===== src/alu_types_pkg.sv =====
package alu_types_pkg;

    localparam int DATA_WIDTH = 8;                  // Operand and result width
    localparam int WIDE_WIDTH = 2 * DATA_WIDTH;     // Full product width
    localparam int SIGN_BIT   = DATA_WIDTH - 1;     // Two's complement sign position

    // One operand or result byte
    typedef logic [DATA_WIDTH-1:0] data_t;

    // Unsigned product before truncation
    typedef logic [WIDE_WIDTH-1:0] wide_t;

    // Status flags, MSB first, so z lands in bit 0 of the hex value
    typedef struct packed {
        logic v;                                    // Signed overflow
        logic c;                                    // Carry, no borrow, or divide by zero
        logic s;                                    // Result MSB
        logic z;                                    // Result is zero
    } alu_flags_t;

    // Common return bundle of every execution unit
    typedef struct packed {
        data_t result;                              // Unit result byte
        logic  carry;                               // Unit carry flag
        logic  overflow;                            // Unit overflow flag
    } unit_out_t;

endpackage

===== src/isa_pkg.sv =====
package isa_pkg;

    // Raw opcode byte as seen on the core input
    typedef logic [7:0] opcode_t;

    localparam opcode_t OPC_ADD  = 8'h01;
    localparam opcode_t OPC_SUB  = 8'h02;
    localparam opcode_t OPC_MUL  = 8'h03;
    localparam opcode_t OPC_DIV  = 8'h04;
    localparam opcode_t OPC_MOD  = 8'h05;
    localparam opcode_t OPC_AND  = 8'h06;
    localparam opcode_t OPC_OR   = 8'h07;
    localparam opcode_t OPC_XOR  = 8'h08;
    localparam opcode_t OPC_NOT  = 8'h09;
    localparam opcode_t OPC_NOR  = 8'h0A;
    localparam opcode_t OPC_NAND = 8'h0B;
    localparam opcode_t OPC_XNOR = 8'h0C;

    // Decoded operation, OP_NONE for anything unknown
    typedef enum logic [3:0] {
        OP_NONE, OP_ADD, OP_SUB, OP_MUL, OP_DIV, OP_MOD, OP_AND,
        OP_OR, OP_XOR, OP_NOT, OP_NOR, OP_NAND, OP_XNOR
    } alu_op_t;

    // Registered instruction handed to the execution units
    typedef struct packed {
        alu_op_t              op;                   // Decoded operation
        alu_types_pkg::data_t a;                    // First operand
        alu_types_pkg::data_t b;                    // Second operand
    } issue_t;

endpackage


===== src/alu_core.sv =====
`timescale 1ns/10ps

module alu_core (
    input  logic                      clk,
    input  logic                      reset,
    input  isa_pkg::opcode_t          opcode,
    input  alu_types_pkg::data_t      operand_a,
    input  alu_types_pkg::data_t      operand_b,
    output alu_types_pkg::data_t      result,
    output alu_types_pkg::alu_flags_t flags
);

    isa_pkg::issue_t          issue;                // Issue stage to units and writeback
    alu_types_pkg::unit_out_t arith_out;
    alu_types_pkg::unit_out_t div_out;
    alu_types_pkg::unit_out_t logic_out;

    issue_register i_issue (
        .clk       (clk),
        .reset     (reset),
        .opcode    (opcode),
        .operand_a (operand_a),
        .operand_b (operand_b),
        .issue     (issue)
    );

    arith_unit i_arith (
        .issue     (issue),
        .arith_out (arith_out)
    );

    divide_unit i_divide (
        .issue   (issue),
        .div_out (div_out)
    );

    logic_unit i_logic (
        .issue     (issue),
        .logic_out (logic_out)
    );

    writeback_stage i_writeback (
        .clk       (clk),
        .reset     (reset),
        .issue     (issue),
        .arith_out (arith_out),
        .div_out   (div_out),
        .logic_out (logic_out),
        .result    (result),
        .flags     (flags)
    );

endmodule


===== src/writeback_stage.sv =====
`timescale 1ns/10ps

module writeback_stage (
    input  logic                     clk,
    input  logic                     reset,
    input  isa_pkg::issue_t          issue,
    input  alu_types_pkg::unit_out_t arith_out,
    input  alu_types_pkg::unit_out_t div_out,
    input  alu_types_pkg::unit_out_t logic_out,
    output alu_types_pkg::data_t     result,
    output alu_types_pkg::alu_flags_t flags
);

    alu_types_pkg::unit_out_t   sel;                // Output of the active unit
    alu_types_pkg::alu_flags_t  flags_next;
    logic                       op_valid;           // Low for OP_NONE

    // Unit select by op family
    always_comb begin
        op_valid = 1'b1;
        case (issue.op)
            isa_pkg::OP_ADD,
            isa_pkg::OP_SUB,
            isa_pkg::OP_MUL:  sel = arith_out;
            isa_pkg::OP_DIV,
            isa_pkg::OP_MOD:  sel = div_out;
            isa_pkg::OP_AND,
            isa_pkg::OP_OR,
            isa_pkg::OP_XOR,
            isa_pkg::OP_NOT,
            isa_pkg::OP_NOR,
            isa_pkg::OP_NAND,
            isa_pkg::OP_XNOR: sel = logic_out;
            default: begin
                sel      = '0;                      // Unknown op gives zeros
                op_valid = 1'b0;
            end
        endcase
    end

    // Zero and sign from the result, the rest from the unit
    always_comb begin
        flags_next.z = op_valid && (sel.result == '0);  // No Z on idle cycles
        flags_next.s = sel.result[alu_types_pkg::SIGN_BIT];
        flags_next.c = sel.carry;
        flags_next.v = sel.overflow;
    end

    // Result and flags leave together
    always_ff @(posedge clk or posedge reset) begin
        if (reset) begin
            result <= '0;
            flags  <= '0;
        end else begin
            result <= sel.result;
            flags  <= flags_next;
        end
    end

endmodule


===== src/logic_unit.sv =====
`timescale 1ns/10ps

module logic_unit (
    input  isa_pkg::issue_t         issue,
    output alu_types_pkg::unit_out_t logic_out
);

    alu_types_pkg::data_t logic_res;                // Bitwise result

    always_comb begin
        case (issue.op)
            isa_pkg::OP_AND:  logic_res = issue.a & issue.b;
            isa_pkg::OP_OR:   logic_res = issue.a | issue.b;
            isa_pkg::OP_XOR:  logic_res = issue.a ^ issue.b;
            isa_pkg::OP_NOT:  logic_res = ~issue.a;          // Operand b ignored
            isa_pkg::OP_NOR:  logic_res = ~(issue.a | issue.b);
            isa_pkg::OP_NAND: logic_res = ~(issue.a & issue.b);
            isa_pkg::OP_XNOR: logic_res = ~(issue.a ^ issue.b);
            default:          logic_res = '0;                // Not a logic op
        endcase
    end

    // No carry or overflow out of bitwise ops
    always_comb begin
        logic_out.result   = logic_res;
        logic_out.carry    = 1'b0;
        logic_out.overflow = 1'b0;
    end

endmodule


===== src/divide_unit.sv =====
`timescale 1ns/10ps

module divide_unit (
    input  isa_pkg::issue_t         issue,
    output alu_types_pkg::unit_out_t div_out
);

    logic [alu_types_pkg::DATA_WIDTH:0] rem;        // Partial remainder, one guard bit
    logic [alu_types_pkg::DATA_WIDTH:0] trial;      // Remainder minus divisor
    alu_types_pkg::data_t               quo;        // Dividend shifting out, quotient in
    logic                               div_zero;

    assign div_zero = (issue.b == '0);

    // Restoring shift-subtract, one quotient bit per step
    always_comb begin
        rem   = '0;
        trial = '0;
        quo   = issue.a;
        for (int step = 0; step < alu_types_pkg::DATA_WIDTH; step++) begin
            rem   = {rem[alu_types_pkg::DATA_WIDTH-1:0], quo[alu_types_pkg::SIGN_BIT]};
            quo   = {quo[alu_types_pkg::DATA_WIDTH-2:0], 1'b0};
            trial = rem - {1'b0, issue.b};
            if (!trial[alu_types_pkg::DATA_WIDTH]) begin  // No borrow so keep it
                rem    = trial;
                quo[0] = 1'b1;
            end
        end
    end

    // Result select and divide by zero report
    always_comb begin
        div_out = '0;                               // Overflow never set here
        case (issue.op)
            isa_pkg::OP_DIV: begin
                div_out.result = div_zero ? '0 : quo;
                div_out.carry  = div_zero;          // Flags the bad divisor
            end
            isa_pkg::OP_MOD: begin
                div_out.result = div_zero ? '0 : rem[alu_types_pkg::SIGN_BIT:0];
                div_out.carry  = div_zero;
            end
            default: begin
                div_out = '0;
            end
        endcase
    end

endmodule


===== src/arith_unit.sv =====
`timescale 1ns/10ps

module arith_unit (
    input  isa_pkg::issue_t         issue,
    output alu_types_pkg::unit_out_t arith_out
);

    logic [alu_types_pkg::DATA_WIDTH:0]          add_full;  // Sum with carry out on top
    logic [alu_types_pkg::DATA_WIDTH:0]          sub_full;  // Difference with borrow on top
    alu_types_pkg::wide_t                        product;   // Unsigned full product
    logic signed [alu_types_pkg::WIDE_WIDTH-1:0] sproduct;  // Signed full product
    logic                                        a_msb;
    logic                                        b_msb;

    assign a_msb = issue.a[alu_types_pkg::SIGN_BIT];
    assign b_msb = issue.b[alu_types_pkg::SIGN_BIT];

    // All three datapaths evaluated in parallel
    always_comb begin
        add_full = {1'b0, issue.a} + {1'b0, issue.b};
        sub_full = {1'b0, issue.a} - {1'b0, issue.b};
        product  = alu_types_pkg::wide_t'(issue.a) * alu_types_pkg::wide_t'(issue.b);
        sproduct = $signed({{alu_types_pkg::DATA_WIDTH{a_msb}}, issue.a})
                 * $signed({{alu_types_pkg::DATA_WIDTH{b_msb}}, issue.b});  // Sign extended
    end

    // Pick the requested one and form carry and overflow
    always_comb begin
        arith_out = '0;                             // Idle for non arithmetic ops
        case (issue.op)
            isa_pkg::OP_ADD: begin
                arith_out.result   = add_full[alu_types_pkg::SIGN_BIT:0];
                arith_out.carry    = add_full[alu_types_pkg::DATA_WIDTH];  // Ninth bit
                arith_out.overflow = (a_msb == b_msb)
                                  && (add_full[alu_types_pkg::SIGN_BIT] != a_msb);
            end
            isa_pkg::OP_SUB: begin
                arith_out.result   = sub_full[alu_types_pkg::SIGN_BIT:0];
                arith_out.carry    = !sub_full[alu_types_pkg::DATA_WIDTH];  // Set when a >= b
                arith_out.overflow = (a_msb != b_msb)
                                  && (sub_full[alu_types_pkg::SIGN_BIT] != a_msb);
            end
            isa_pkg::OP_MUL: begin
                arith_out.result   = product[alu_types_pkg::SIGN_BIT:0];   // Low byte only
                arith_out.carry    = |product[alu_types_pkg::WIDE_WIDTH-1:
                                              alu_types_pkg::DATA_WIDTH];
                arith_out.overflow = (sproduct > 127) || (sproduct < -128); // Outside int8
            end
            default: begin
                arith_out = '0;
            end
        endcase
    end

endmodule


===== src/issue_register.sv =====
`timescale 1ns/10ps

module issue_register (
    input  logic                 clk,
    input  logic                 reset,
    input  isa_pkg::opcode_t     opcode,
    input  alu_types_pkg::data_t operand_a,
    input  alu_types_pkg::data_t operand_b,
    output isa_pkg::issue_t      issue
);

    isa_pkg::alu_op_t op_dec;                       // Decoded op for the current byte

    // Opcode byte to operation
    always_comb begin
        case (opcode)
            isa_pkg::OPC_ADD:  op_dec = isa_pkg::OP_ADD;
            isa_pkg::OPC_SUB:  op_dec = isa_pkg::OP_SUB;
            isa_pkg::OPC_MUL:  op_dec = isa_pkg::OP_MUL;
            isa_pkg::OPC_DIV:  op_dec = isa_pkg::OP_DIV;
            isa_pkg::OPC_MOD:  op_dec = isa_pkg::OP_MOD;
            isa_pkg::OPC_AND:  op_dec = isa_pkg::OP_AND;
            isa_pkg::OPC_OR:   op_dec = isa_pkg::OP_OR;
            isa_pkg::OPC_XOR:  op_dec = isa_pkg::OP_XOR;
            isa_pkg::OPC_NOT:  op_dec = isa_pkg::OP_NOT;
            isa_pkg::OPC_NOR:  op_dec = isa_pkg::OP_NOR;
            isa_pkg::OPC_NAND: op_dec = isa_pkg::OP_NAND;
            isa_pkg::OPC_XNOR: op_dec = isa_pkg::OP_XNOR;
            default:           op_dec = isa_pkg::OP_NONE;   // Unknown byte does nothing
        endcase
    end

    // Issue stage register, sampled every cycle
    always_ff @(posedge clk or posedge reset) begin
        if (reset) begin
            issue.op <= isa_pkg::OP_NONE;
            issue.a  <= '0;
            issue.b  <= '0;
        end else begin
            issue.op <= op_dec;
            issue.a  <= operand_a;
            issue.b  <= operand_b;
        end
    end

endmodule


===== config.mk =====
export PLATFORM = sky130hd
export DESIGN_NAME = alu_core
export DESIGN_NICKNAME = d
export VERILOG_FILES = /design/src/alu_types_pkg.sv /design/src/isa_pkg.sv /design/src/alu_core.sv /design/src/writeback_stage.sv /design/src/logic_unit.sv /design/src/divide_unit.sv /design/src/arith_unit.sv /design/src/issue_register.sv
export SDC_FILE = /design/constraint.sdc
export NUM_CORES = 1
export LEC_CHECK = 0
export ABC_CLOCK_PERIOD_IN_PS = 16800
export BUFFER_PORTS_ARGS = -buffer_cell sky130_fd_sc_hd__buf_2
export CORE_MARGIN = 2
export CORE_UTILIZATION = 57
export DETAILED_ROUTE_END_ITERATION = 12
export PLACE_DENSITY = 0.82
export SYNTH_ARGS = -nofsm -noshare
export SYNTH_HDL_FRONTEND = slang
export SYNTH_SLANG_ARGS = --single-unit

===== constraint.sdc =====
create_clock -name clk -period 16.8 [get_ports clk]
set_input_delay 2.52 -clock clk [delete_from_list [all_inputs] [get_ports clk]]
set_output_delay 2.52 -clock clk [all_outputs]
set_load 0.01 [all_outputs]

==> run_results.csv, run 1 <==
group,metric,value,unit
clock_network,cts.path.max_buffers,2,
final_layout,layout-drive-gt1-share,13.3,%
worst_setup_path,cp_max_fo,7,
job,max-cap-violations,0,
hold_path,hp-start,"i_issue.issue[17]$_DFF_PP0_",
timing,finalHoldViolCount,0,
worst_setup_path,worstRegToRegCells,78,
global_routing,antenna_found_initial,0,
logic_synthesis,synth_area_leaders,"fa_1, ha_1, dfrtp_1",
placement,dp_hpwl,21700,um
worst_setup_path,critPathSlowestCell,"or3_1",
clock_network,htreeDepth,2,
final_layout,final_cell_area,10800,um2
logic_synthesis,yosysSeqAreaShare,7.95,%
clock_network,root_buffer,"clkbuf_16",
timing,fin_skew,0.00751,ns
global_routing,grt_pass1_vias,9041,
worst_setup_path,cp.arrival,16.28,ns
final_layout,nets,1510,
global_routing,overflow,0,
drt,drcViolationCount,0,
drt,wirelength,27600,um
clock_network,hold_buffers,0,
logic_synthesis,synthCells,1172,
drt,drtIter0Drc,903,
final_layout,final_core_util,65.0,%
drt,drtAntennaViolNets,0,
final_layout,regArea,776,um2
floorplanning,coreArea,16600,um2
clock_network,clock_latency,0.29,ns
worst_setup_path,crit_type,"flop to flop",
timing,fin_crit,16.09,ns
timing,max_slew_margin,36.6,%
global_routing,grt_usage,31.0,%
hold_path,min_to,"i_writeback.result[0]$_DFF_PP0_",
worst_setup_path,cp_common_cell,"a21o_1",
timing,hold_ws,1.02,ns
logic_synthesis,synth.most_common_cell,"inv_1",
final_layout,area_growth,10.8,%
logic_synthesis,yosysTopAreaCellShare,19.3,%
global_routing,grt_max_degree,32,
worst_setup_path,r2r_start,"i_issue.issue[15]$_DFF_PP0_",
timing,setup_viol,0,
floorplanning,die-area,18200,um2
floorplanning,io_pins,38,
logic_synthesis,ys_types,89,
floorplanning,die_h,135,um
drt,drt_pre_antenna_iters,7,
logic_synthesis,yosys.area.top_type,"fa_1",
clock_network,numCtsBuffers,5,
worst_setup_path,regToRegEndpoint,"i_writeback.flags[0]$_DFF_PP0_",
worst_setup_path,r2r_slack,0.71,ns
logic_synthesis,ys.flop_type,"dfrtp_1",
worst_setup_path,critPathCaptureType,"flop",
logic_synthesis,async_flop_share,100,%
status,outcome,"completed",
hold_path,whs_path_depth,4,
floorplanning,chipWidth,135,um
worst_setup_path,max_stage_delay,0.44,ns
logic_synthesis,syn_avg_cell_area,8.33,um2
logic_synthesis,syn_area,9760,um2
timing,fin_crit_sh,95.8,%
logic_synthesis,synth-edff-count,0,
logic_synthesis,ys_seq_elements,31,
clock_network,cts_tree,"built",
drt,viasPerCell,6.33,
logic_synthesis,synthTopCellsByCount,"inv_1, ha_1, nor2_1",
logic_synthesis,yosys_warnings,0,
timing,tightest_slew,0.943,ns
worst_setup_path,required,16.99,ns
placement,place_area,10400,um2
timing,max_freq,62.2,MHz
hold_path,hp-class,"flop to flop",
timing,drv_slew,0,
final_layout,multiInputGateArea,8480,um2
clock_network,cts.sinks,31,
floorplanning,fp-row-count,47,
placement,port_buffers,37,
global_routing,grt_pass1_wl,45000,um
drt,vias,9268,
floorplanning,start_util,58.7,%
worst_setup_path,cp-start-kind,"flop",
drt,routedWlPerCell,18.9,um
final_layout,fill_cells,1390,
placement,gp_congestion,1.01,
final_layout,antenna-diode-count,0,
clock_network,path_clk_slew,0.05,ns
==> repair_timing <==
item | CTS | global route
hold endpoints to repair | 0 | 0
setup buffers | 1 | 16
gates resized for setup | 1 | 36
gates cloned | 0 | 1
pin swaps | 1 | 13
endpoints found under the setup margin | 2 | 9
==> layer usage <==
metal	global-route usage, %	vias to the layer above	routed length [um]
met3	5.89	79	2480
met5	0	-	0
met2	50.8	481	12800
met1	42.6	4455	11600
met4	7.54	0	770
li1	-	4253	-
==> sequential cells by signal (all words and copies together) (netlist names) <==
register,count
i_issue.issue,20
i_writeback.result,7
i_writeback.flags,4
==> layout by cell type, fill, tap and decap left out, drive strengths merged, types with 5 or more instances in the layout <==
master / n
inv: 151
ha: 147
nor2: 103
fa: 94
nand2: 89
buf: 82
a21oi: 77
o21ai: 62
xnor2: 49
dfrtp: 31
a21o: 29
o21bai: 20
nor3: 19
nor2b: 17
nand2b: 17
nand3: 17
xor2: 16
o22ai: 15
mux2i: 15
mux2: 12
a221o: 11
and3: 11
a31oi: 11
o211ai: 10
a22oi: 9
or2: 8
nand4: 7
or3: 7
nor4: 7
clkinv: 7
o21a: 6
clkbuf: 6
a221oi: 6
o221ai: 5
o31ai: 5
o311ai: 5
==> per-stage QoR <==
stage | cells | TNS [ns] | worst slack [ns]
after global placement | 1438 | 0 | 0.449
after detailed placement | 1438 | -0.141 | -0.141
final | 1464 | 0 | 0.710
after floorplan | 1174 | 0 | 0.304
after CTS | 1447 | 0 | 0.0968
after global routing | 1464 | -0.179 | -0.179
==> logic make-up (layout without fill, tap and decap cells) <==
group | Yosys count | count (layout) | synth area share [%]
buffers and inverters | 178 | 247 | 6.95
XOR/XNOR | 65 | 65 | 5.83
multiplexers | 29 | 29 | 3.38
other | 1 | 3 | 0.0384
adder cells (fa/ha/maj) | 243 | 243 | 38.3
AND/OR/NAND/NOR | 314 | 314 | 15.6
flip-flops | 31 | 31 | 7.95
AO/OA/AOI/OAI | 311 | 312 | 22.0
==> how the worst max path moves through the flow <==
stage / cells after the start / slack [ns] / start / endpoint
4_1_cts: 76 / 0.1 / i_issue.issue[15]$_DFF_PP0_ / i_writeback.flags[0]$_DFF_PP0_
6_report: 78 / 0.71 / i_issue.issue[15]$_DFF_PP0_ / i_writeback.flags[0]$_DFF_PP0_
5_1_grt: 78 / -0.18 / i_issue.issue[15]$_DFF_PP0_ / i_writeback.flags[0]$_DFF_PP0_
3_3_place_gp: 78 / 0.45 / i_issue.issue[15]$_DFF_PP0_ / i_writeback.flags[0]$_DFF_PP0_
2_1_floorplan: 80 / 0.30 / i_issue.issue[1]$_DFF_PP0_ / i_writeback.flags[0]$_DFF_PP0_
3_5_place_dp: 76 / -0.14 / i_issue.issue[15]$_DFF_PP0_ / i_writeback.flags[0]$_DFF_PP0_
==> final cells by class <==
type,count,share of cell area (%)
Tap cell,220,2.54
Sequential cell,31,7.17
Multi-Input combinational cell,966,78.4
Clock inverter,2,0.324
Clock buffer,6,1.28
Timing Repair Buffer,82,4.87
Inverter,157,5.46
==> worst max-delay path: cells and delay by family, from the launching register on <==
kind	cells	cell delay (ns)
multiplexers	2	0.77
XOR/XNOR	2	0.55
AND/OR/NAND/NOR	16	2.65
adder cells (fa/ha/maj)	9	2.72
AO/OA/AOI/OAI	44	8.34
flip-flops	1	0.36
buffers and inverters	5	0.57
Power of run 1 is left out: the tool's default activity adds up to more than one toggle a clock period on the data nets, which glitch-free logic cannot reach.
==> inputs of run 2 (changes only) <==
--- a/config.mk
+++ b/config.mk
@@ -8,9 +8,8 @@
 export ABC_CLOCK_PERIOD_IN_PS = 16800
 export BUFFER_PORTS_ARGS = -buffer_cell sky130_fd_sc_hd__buf_2
 export CORE_MARGIN = 2
-export CORE_UTILIZATION = 57
+export CORE_UTILIZATION = 40
 export DETAILED_ROUTE_END_ITERATION = 12
-export PLACE_DENSITY = 0.82
 export SYNTH_ARGS = -nofsm -noshare
 export SYNTH_HDL_FRONTEND = slang
 export SYNTH_SLANG_ARGS = --single-unit
==> run 2 against run 1 <==
Against the previous run:
- utilization down 20 points
- worst hold slack worse by 0.0014 ns
- clock skew up 0.00051 ns
- clock-buffer cell count unchanged
- flip-flop and latch count unchanged
- non-clock buffer count up 1
- sequential share of layout area down 0.077 points
==> run_results.csv, run 2 (synthesis gave the netlist of run 1 again) <==
group,metric,value,unit
drt,drt_pre_antenna_iters,5,
worst_setup_path,critPathCaptureType,"flop",
floorplanning,io_pins,38,
drt,wirelength,28000,um
worst_setup_path,crit_type,"flop to flop",
worst_setup_path,crit_start,"i_issue.issue[0]$_DFF_PP0_",
floorplanning,start_util,40.5,%
global_routing,overflow,0,
clock_network,cts.path.max_buffers,2,
final_layout,layout-drive-gt1-share,13.1,%
timing,tightest_slew,0.984,ns
final_layout,final_cell_area,11000,um2
timing,fin_skew,0.00801,ns
timing,fin_ws,0.924,ns
worst_setup_path,cp_max_fo,7,
drt,viasPerCell,5.64,
clock_network,clock_latency,0.29,ns
hold_path,hp-class,"flop to flop",
timing,setup_viol,0,
global_routing,grt_pass1_wl,45500,um
final_layout,area_growth,12.2,%
worst_setup_path,r2r_start,"i_issue.issue[0]$_DFF_PP0_",
worst_setup_path,cp.arrival,16.06,ns
drt,drcViolationCount,0,
job,max-cap-violations,0,
clock_network,cts_tree,"built",
timing,finalHoldViolCount,0,
floorplanning,die_h,160,um
timing,max_slew_margin,34.4,%
drt,drtIter0Drc,567,
worst_setup_path,critPathSlowestCell,"a2111oi_4",
timing,drv_slew,0,
status,outcome,"completed",
final_layout,final_common_cell,"inv_1",
final_layout,final_cell_mix,"inv_1, ha_1, nor2_1",
final_layout,top_regs,"i_issue.issue x20, i_writeback.result x7, i_writeback.flags x4",
final_layout,largest_reg_flops,20,
worst_setup_path,required,16.99,ns
drt,drtAntennaViolNets,0,
timing,fin_crit_sh,94.5,%
timing,setup_tns,0,ns
worst_setup_path,max_stage_delay,0.44,ns
global_routing,grt_pass1_vias,8691,
floorplanning,die-area,25700,um2
placement,port_buffers,37,
final_layout,nets,1511,
clock_network,root_buffer,"clkbuf_16",
global_routing,grt_max_degree,32,
clock_network,cts.sinks,31,
clock_network,path_clk_slew,0.06,ns
timing,fin_crit,15.88,ns
clock_network,numCtsBuffers,5,
floorplanning,chipWidth,160,um
floorplanning,coreArea,24100,um2
drt,routedWlPerCell,17.9,um
placement,dp_hpwl,22600,um
worst_setup_path,cp-start-kind,"flop",
final_layout,regMostFlops,"i_issue.issue",
floorplanning,fp-row-count,57,
final_layout,antenna-diode-count,0,
timing,hold_ws,1.02,ns
timing,max_freq,63.0,MHz
placement,dpl_worst_slack,-0.256,ns
hold_path,hp-start,"i_issue.issue[15]$_DFF_PP0_",
global_routing,antenna_found_initial,0,
placement,gp_congestion,1.00,
global_routing,grt_usage,21.9,%
drt,vias,8847,
placement,place_area,10500,um2
clock_network,htreeDepth,2,
[run 2: final cells by class]
type / instances / area (um2)
multi-input combinational: 966 / 8470
sequential: 31 / 777
inverter: 157 / 591
timing repair buffer: 83 / 534
fill: 2450 / 13200
tap: 324 / 405
clock buffer: 6 / 139
clock inverter: 2 / 35.0
[run 2: stage by stage]
step	utilization, %	cells
detailed placement	43.6	1545
global route	45.4	1569
CTS	44.4	1554
floorplan	-	1174
finish	45.4	1569
global placement	43.6	1545
[run 2: final timing paths]
check / slack, ns / end / depth (start not counted)
min reg2reg: 1.02 / i_writeback.flags[2]$_DFF_PP0_ / 5
max reg2reg: 0.92 / i_writeback.flags[0]$_DFF_PP0_ / 77
min: 1.02 / i_writeback.flags[2]$_DFF_PP0_ / 5
max: 0.92 / i_writeback.flags[0]$_DFF_PP0_ / 77
max in group asynchronous: 14.12 / i_issue.issue[15]$_DFF_PP0_ / 3
min in group asynchronous: 2.33 / i_issue.issue[8]$_DFF_PP0_ / 3
[run 2: critical path, delay by kind of cell, from the launching register on]
kind / cells / cell delay (ns)
XOR/XNOR: 3 / 0.72
buffers and inverters: 7 / 0.82
flip-flops: 1 / 0.41
AND/OR/NAND/NOR: 15 / 2.27
adder cells (fa/ha/maj): 9 / 2.63
multiplexers: 5 / 1.47
AO/OA/AOI/OAI: 38 / 7.38
[run 2: timing repair]
action	in CTS	in global routing
pin swaps	1	10
setup endpoints to repair	6	9
buffers inserted	1	14
resized for setup	4	31
hold buffers	0	0
gates cloned	0	1
[run 2: metal layers]
metal  global-route usage [%]  part of all wire, %
met5                        0                    0
met4                     3.36                  1.3
met3                     3.43                  6.2
met2                     35.2                   46
met1                     31.7                   47
Power of run 2 is left out for the same reason.
==> inputs of run 3 (changes only) <==
--- a/config.mk
+++ b/config.mk
@@ -8,8 +8,9 @@
 export ABC_CLOCK_PERIOD_IN_PS = 16800
 export BUFFER_PORTS_ARGS = -buffer_cell sky130_fd_sc_hd__buf_2
 export CORE_MARGIN = 2
-export CORE_UTILIZATION = 40
+export CORE_UTILIZATION = 53
 export DETAILED_ROUTE_END_ITERATION = 12
+export PLACE_DENSITY = 0.73
 export SYNTH_ARGS = -nofsm -noshare
 export SYNTH_HDL_FRONTEND = slang
 export SYNTH_SLANG_ARGS = --single-unit
==> run 3 against run 2 <==
Against the previous run:
- fmax shrank 0.52%
- worst setup slack lost 0.083 ns
- critical path depth shrank 1
- clock-buffer cell count is the same
- critical endpoint unchanged
==> run_results.csv, run 3 (synthesis gave the netlist of run 1 again) <==
group,metric,value,unit
status,outcome,"completed",
hold_path,hp-start,"i_issue.issue[15]$_DFF_PP0_",
drt,routedWlPerCell,18.9,um
drt,drcViolationCount,0,
clock_network,clock_latency,0.28,ns
worst_setup_path,cp_common_cell,"a21o_1",
final_layout,final_cell_count_no_fill,1470,
global_routing,grt_max_degree,32,
worst_setup_path,max_stage_delay,0.48,ns
final_layout,largest_reg_flops,20,
final_layout,final_cell_mix,"inv_1, ha_1, nor2_1",
placement,gp_congestion,0.976,
worst_setup_path,critPathCaptureType,"flop",
final_layout,layout-drive-gt1-share,12.9,%
final_layout,final_cell_area,10800,um2
floorplanning,die-area,19500,um2
global_routing,antenna_found_initial,0,
worst_setup_path,critical_path.top_delay_family,"compound AO/OA/AOI/OAI gates",
final_layout,final_common_cell,"inv_1",
worst_setup_path,path_buf_inv,6,
timing,hold_ws,0.988,ns
clock_network,path_clk_slew,0.06,ns
floorplanning,io_pins,38,
global_routing,overflow,0,
global_routing,grt_usage,28.4,%
final_layout,regMostFlops,"i_issue.issue",
worst_setup_path,crit_type,"flop to flop",
floorplanning,start_util,54.2,%
placement,dp_hpwl,22200,um
global_routing,grt_pass1_vias,8890,
clock_network,numCtsBuffers,5,
clock_network,cts.sinks,31,
timing,finalHoldViolCount,0,
global_routing,grt_pass1_wl,45100,um
clock_network,hold_buffers,0,
floorplanning,fp-row-count,49,
timing,fin_crit,15.96,ns
timing,drv_slew,0,
drt,drt_pre_antenna_iters,5,
worst_setup_path,cp_max_fo,7,
timing,fin_crit_sh,95.0,%
drt,drtAntennaViolNets,0,
final_layout,antenna-diode-count,0,
worst_setup_path,r2r_start,"i_issue.issue[4]$_DFF_PP0_",
floorplanning,die_h,140,um
timing,fin_skew,0.00633,ns
drt,viasPerCell,6.17,
clock_network,root_buffer,"clkbuf_16",
drt,drtIter0Drc,795,
drt,wirelength,27700,um
final_layout,nets,1507,
worst_setup_path,required,16.99,ns
placement,dp_cells,1446,
job,max-cap-violations,0,
worst_setup_path,cp.arrival,16.15,ns
floorplanning,coreArea,18000,um2
timing,setup_viol,0,
placement,port_buffers,37,
final_layout,area_growth,10.6,%
timing,tightest_slew,1.02,ns
hold_path,hp-class,"flop to flop",
clock_network,cts_tree,"built",
drt,vias,9066,
placement,place_area,10400,um2
worst_setup_path,cp-start-kind,"flop",
final_layout,top_regs,"i_issue.issue x20, i_writeback.result x7, i_writeback.flags x4",
timing,max_freq,62.7,MHz
clock_network,cts.path.max_buffers,2,
floorplanning,chipWidth,140,um
timing,max_slew_margin,32.2,%
clock_network,htreeDepth,2,
worst_setup_path,critPathSlowestCell,"dfrtp_1",
worst_setup_path,crit_start,"i_issue.issue[4]$_DFF_PP0_",
[run 3: worst paths after layout]
kind	cells after the start	end	slack, ns
min	5	i_writeback.flags[2]$_DFF_PP0_	0.99
min in group asynchronous	3	i_issue.issue[9]$_DFF_PP0_	2.32
max in group asynchronous	3	i_issue.issue[15]$_DFF_PP0_	14.15
max	76	i_writeback.flags[0]$_DFF_PP0_	0.84
max reg2reg	76	i_writeback.flags[0]$_DFF_PP0_	0.84
min reg2reg	5	i_writeback.flags[2]$_DFF_PP0_	0.99
[run 3: per-layer routing]
| layer | up-vias | share of wire (%) | global-route usage [%] |
|---|---|---|---|
| li1 | 4253 | - | - |
| met1 | 4342 | 43 | 40.4 |
| met2 | 421 | 46 | 46.6 |
| met3 | 50 | 9.3 | 3.85 |
| met4 | 0 | 1.8 | 5.42 |
| met5 | - | 0 | 0 |
[run 3: layout make-up]
type | count | area (um2)
Clock buffer | 6 | 139
Clock inverter | 2 | 35.0
Fill cell | 1612 | 7230
Inverter | 157 | 591
Multi-Input combinational cell | 966 | 8470
Sequential cell | 31 | 777
Tap cell | 229 | 287
Timing Repair Buffer | 79 | 504
[run 3: metrics by stage]
step	util [%]	worst slack (ns)	setup TNS, ns
finish	59.9	0.841	0
global route	59.9	-0.0610	-0.0610
detailed placement	57.5	-0.503	-1.97
CTS	58.6	0.0918	0
floorplan	-	0.304	0
global placement	57.5	0.254	0
[run 3: worst register-to-register path, delay by kind of cell (launching register included)]
family | cells | cell delay [ns]
AOI/OAI and AO/OA | 39 | 7.16
and+or+nand+nor | 18 | 3.54
adders and majority gates | 7 | 2.21
muxes | 4 | 1.24
buffers and inverters | 6 | 0.68
xor gates and xnor gates | 2 | 0.54
DFF | 1 | 0.48
[run 3: what timing repair did]
action	CTS	global route
pin swaps	2	12
setup endpoints to repair	9	9
cloned	0	1
resized for setup	6	29
hold endpoints to repair	0	0
buffers inserted	1	14
Power of run 3 is left out for the same reason.
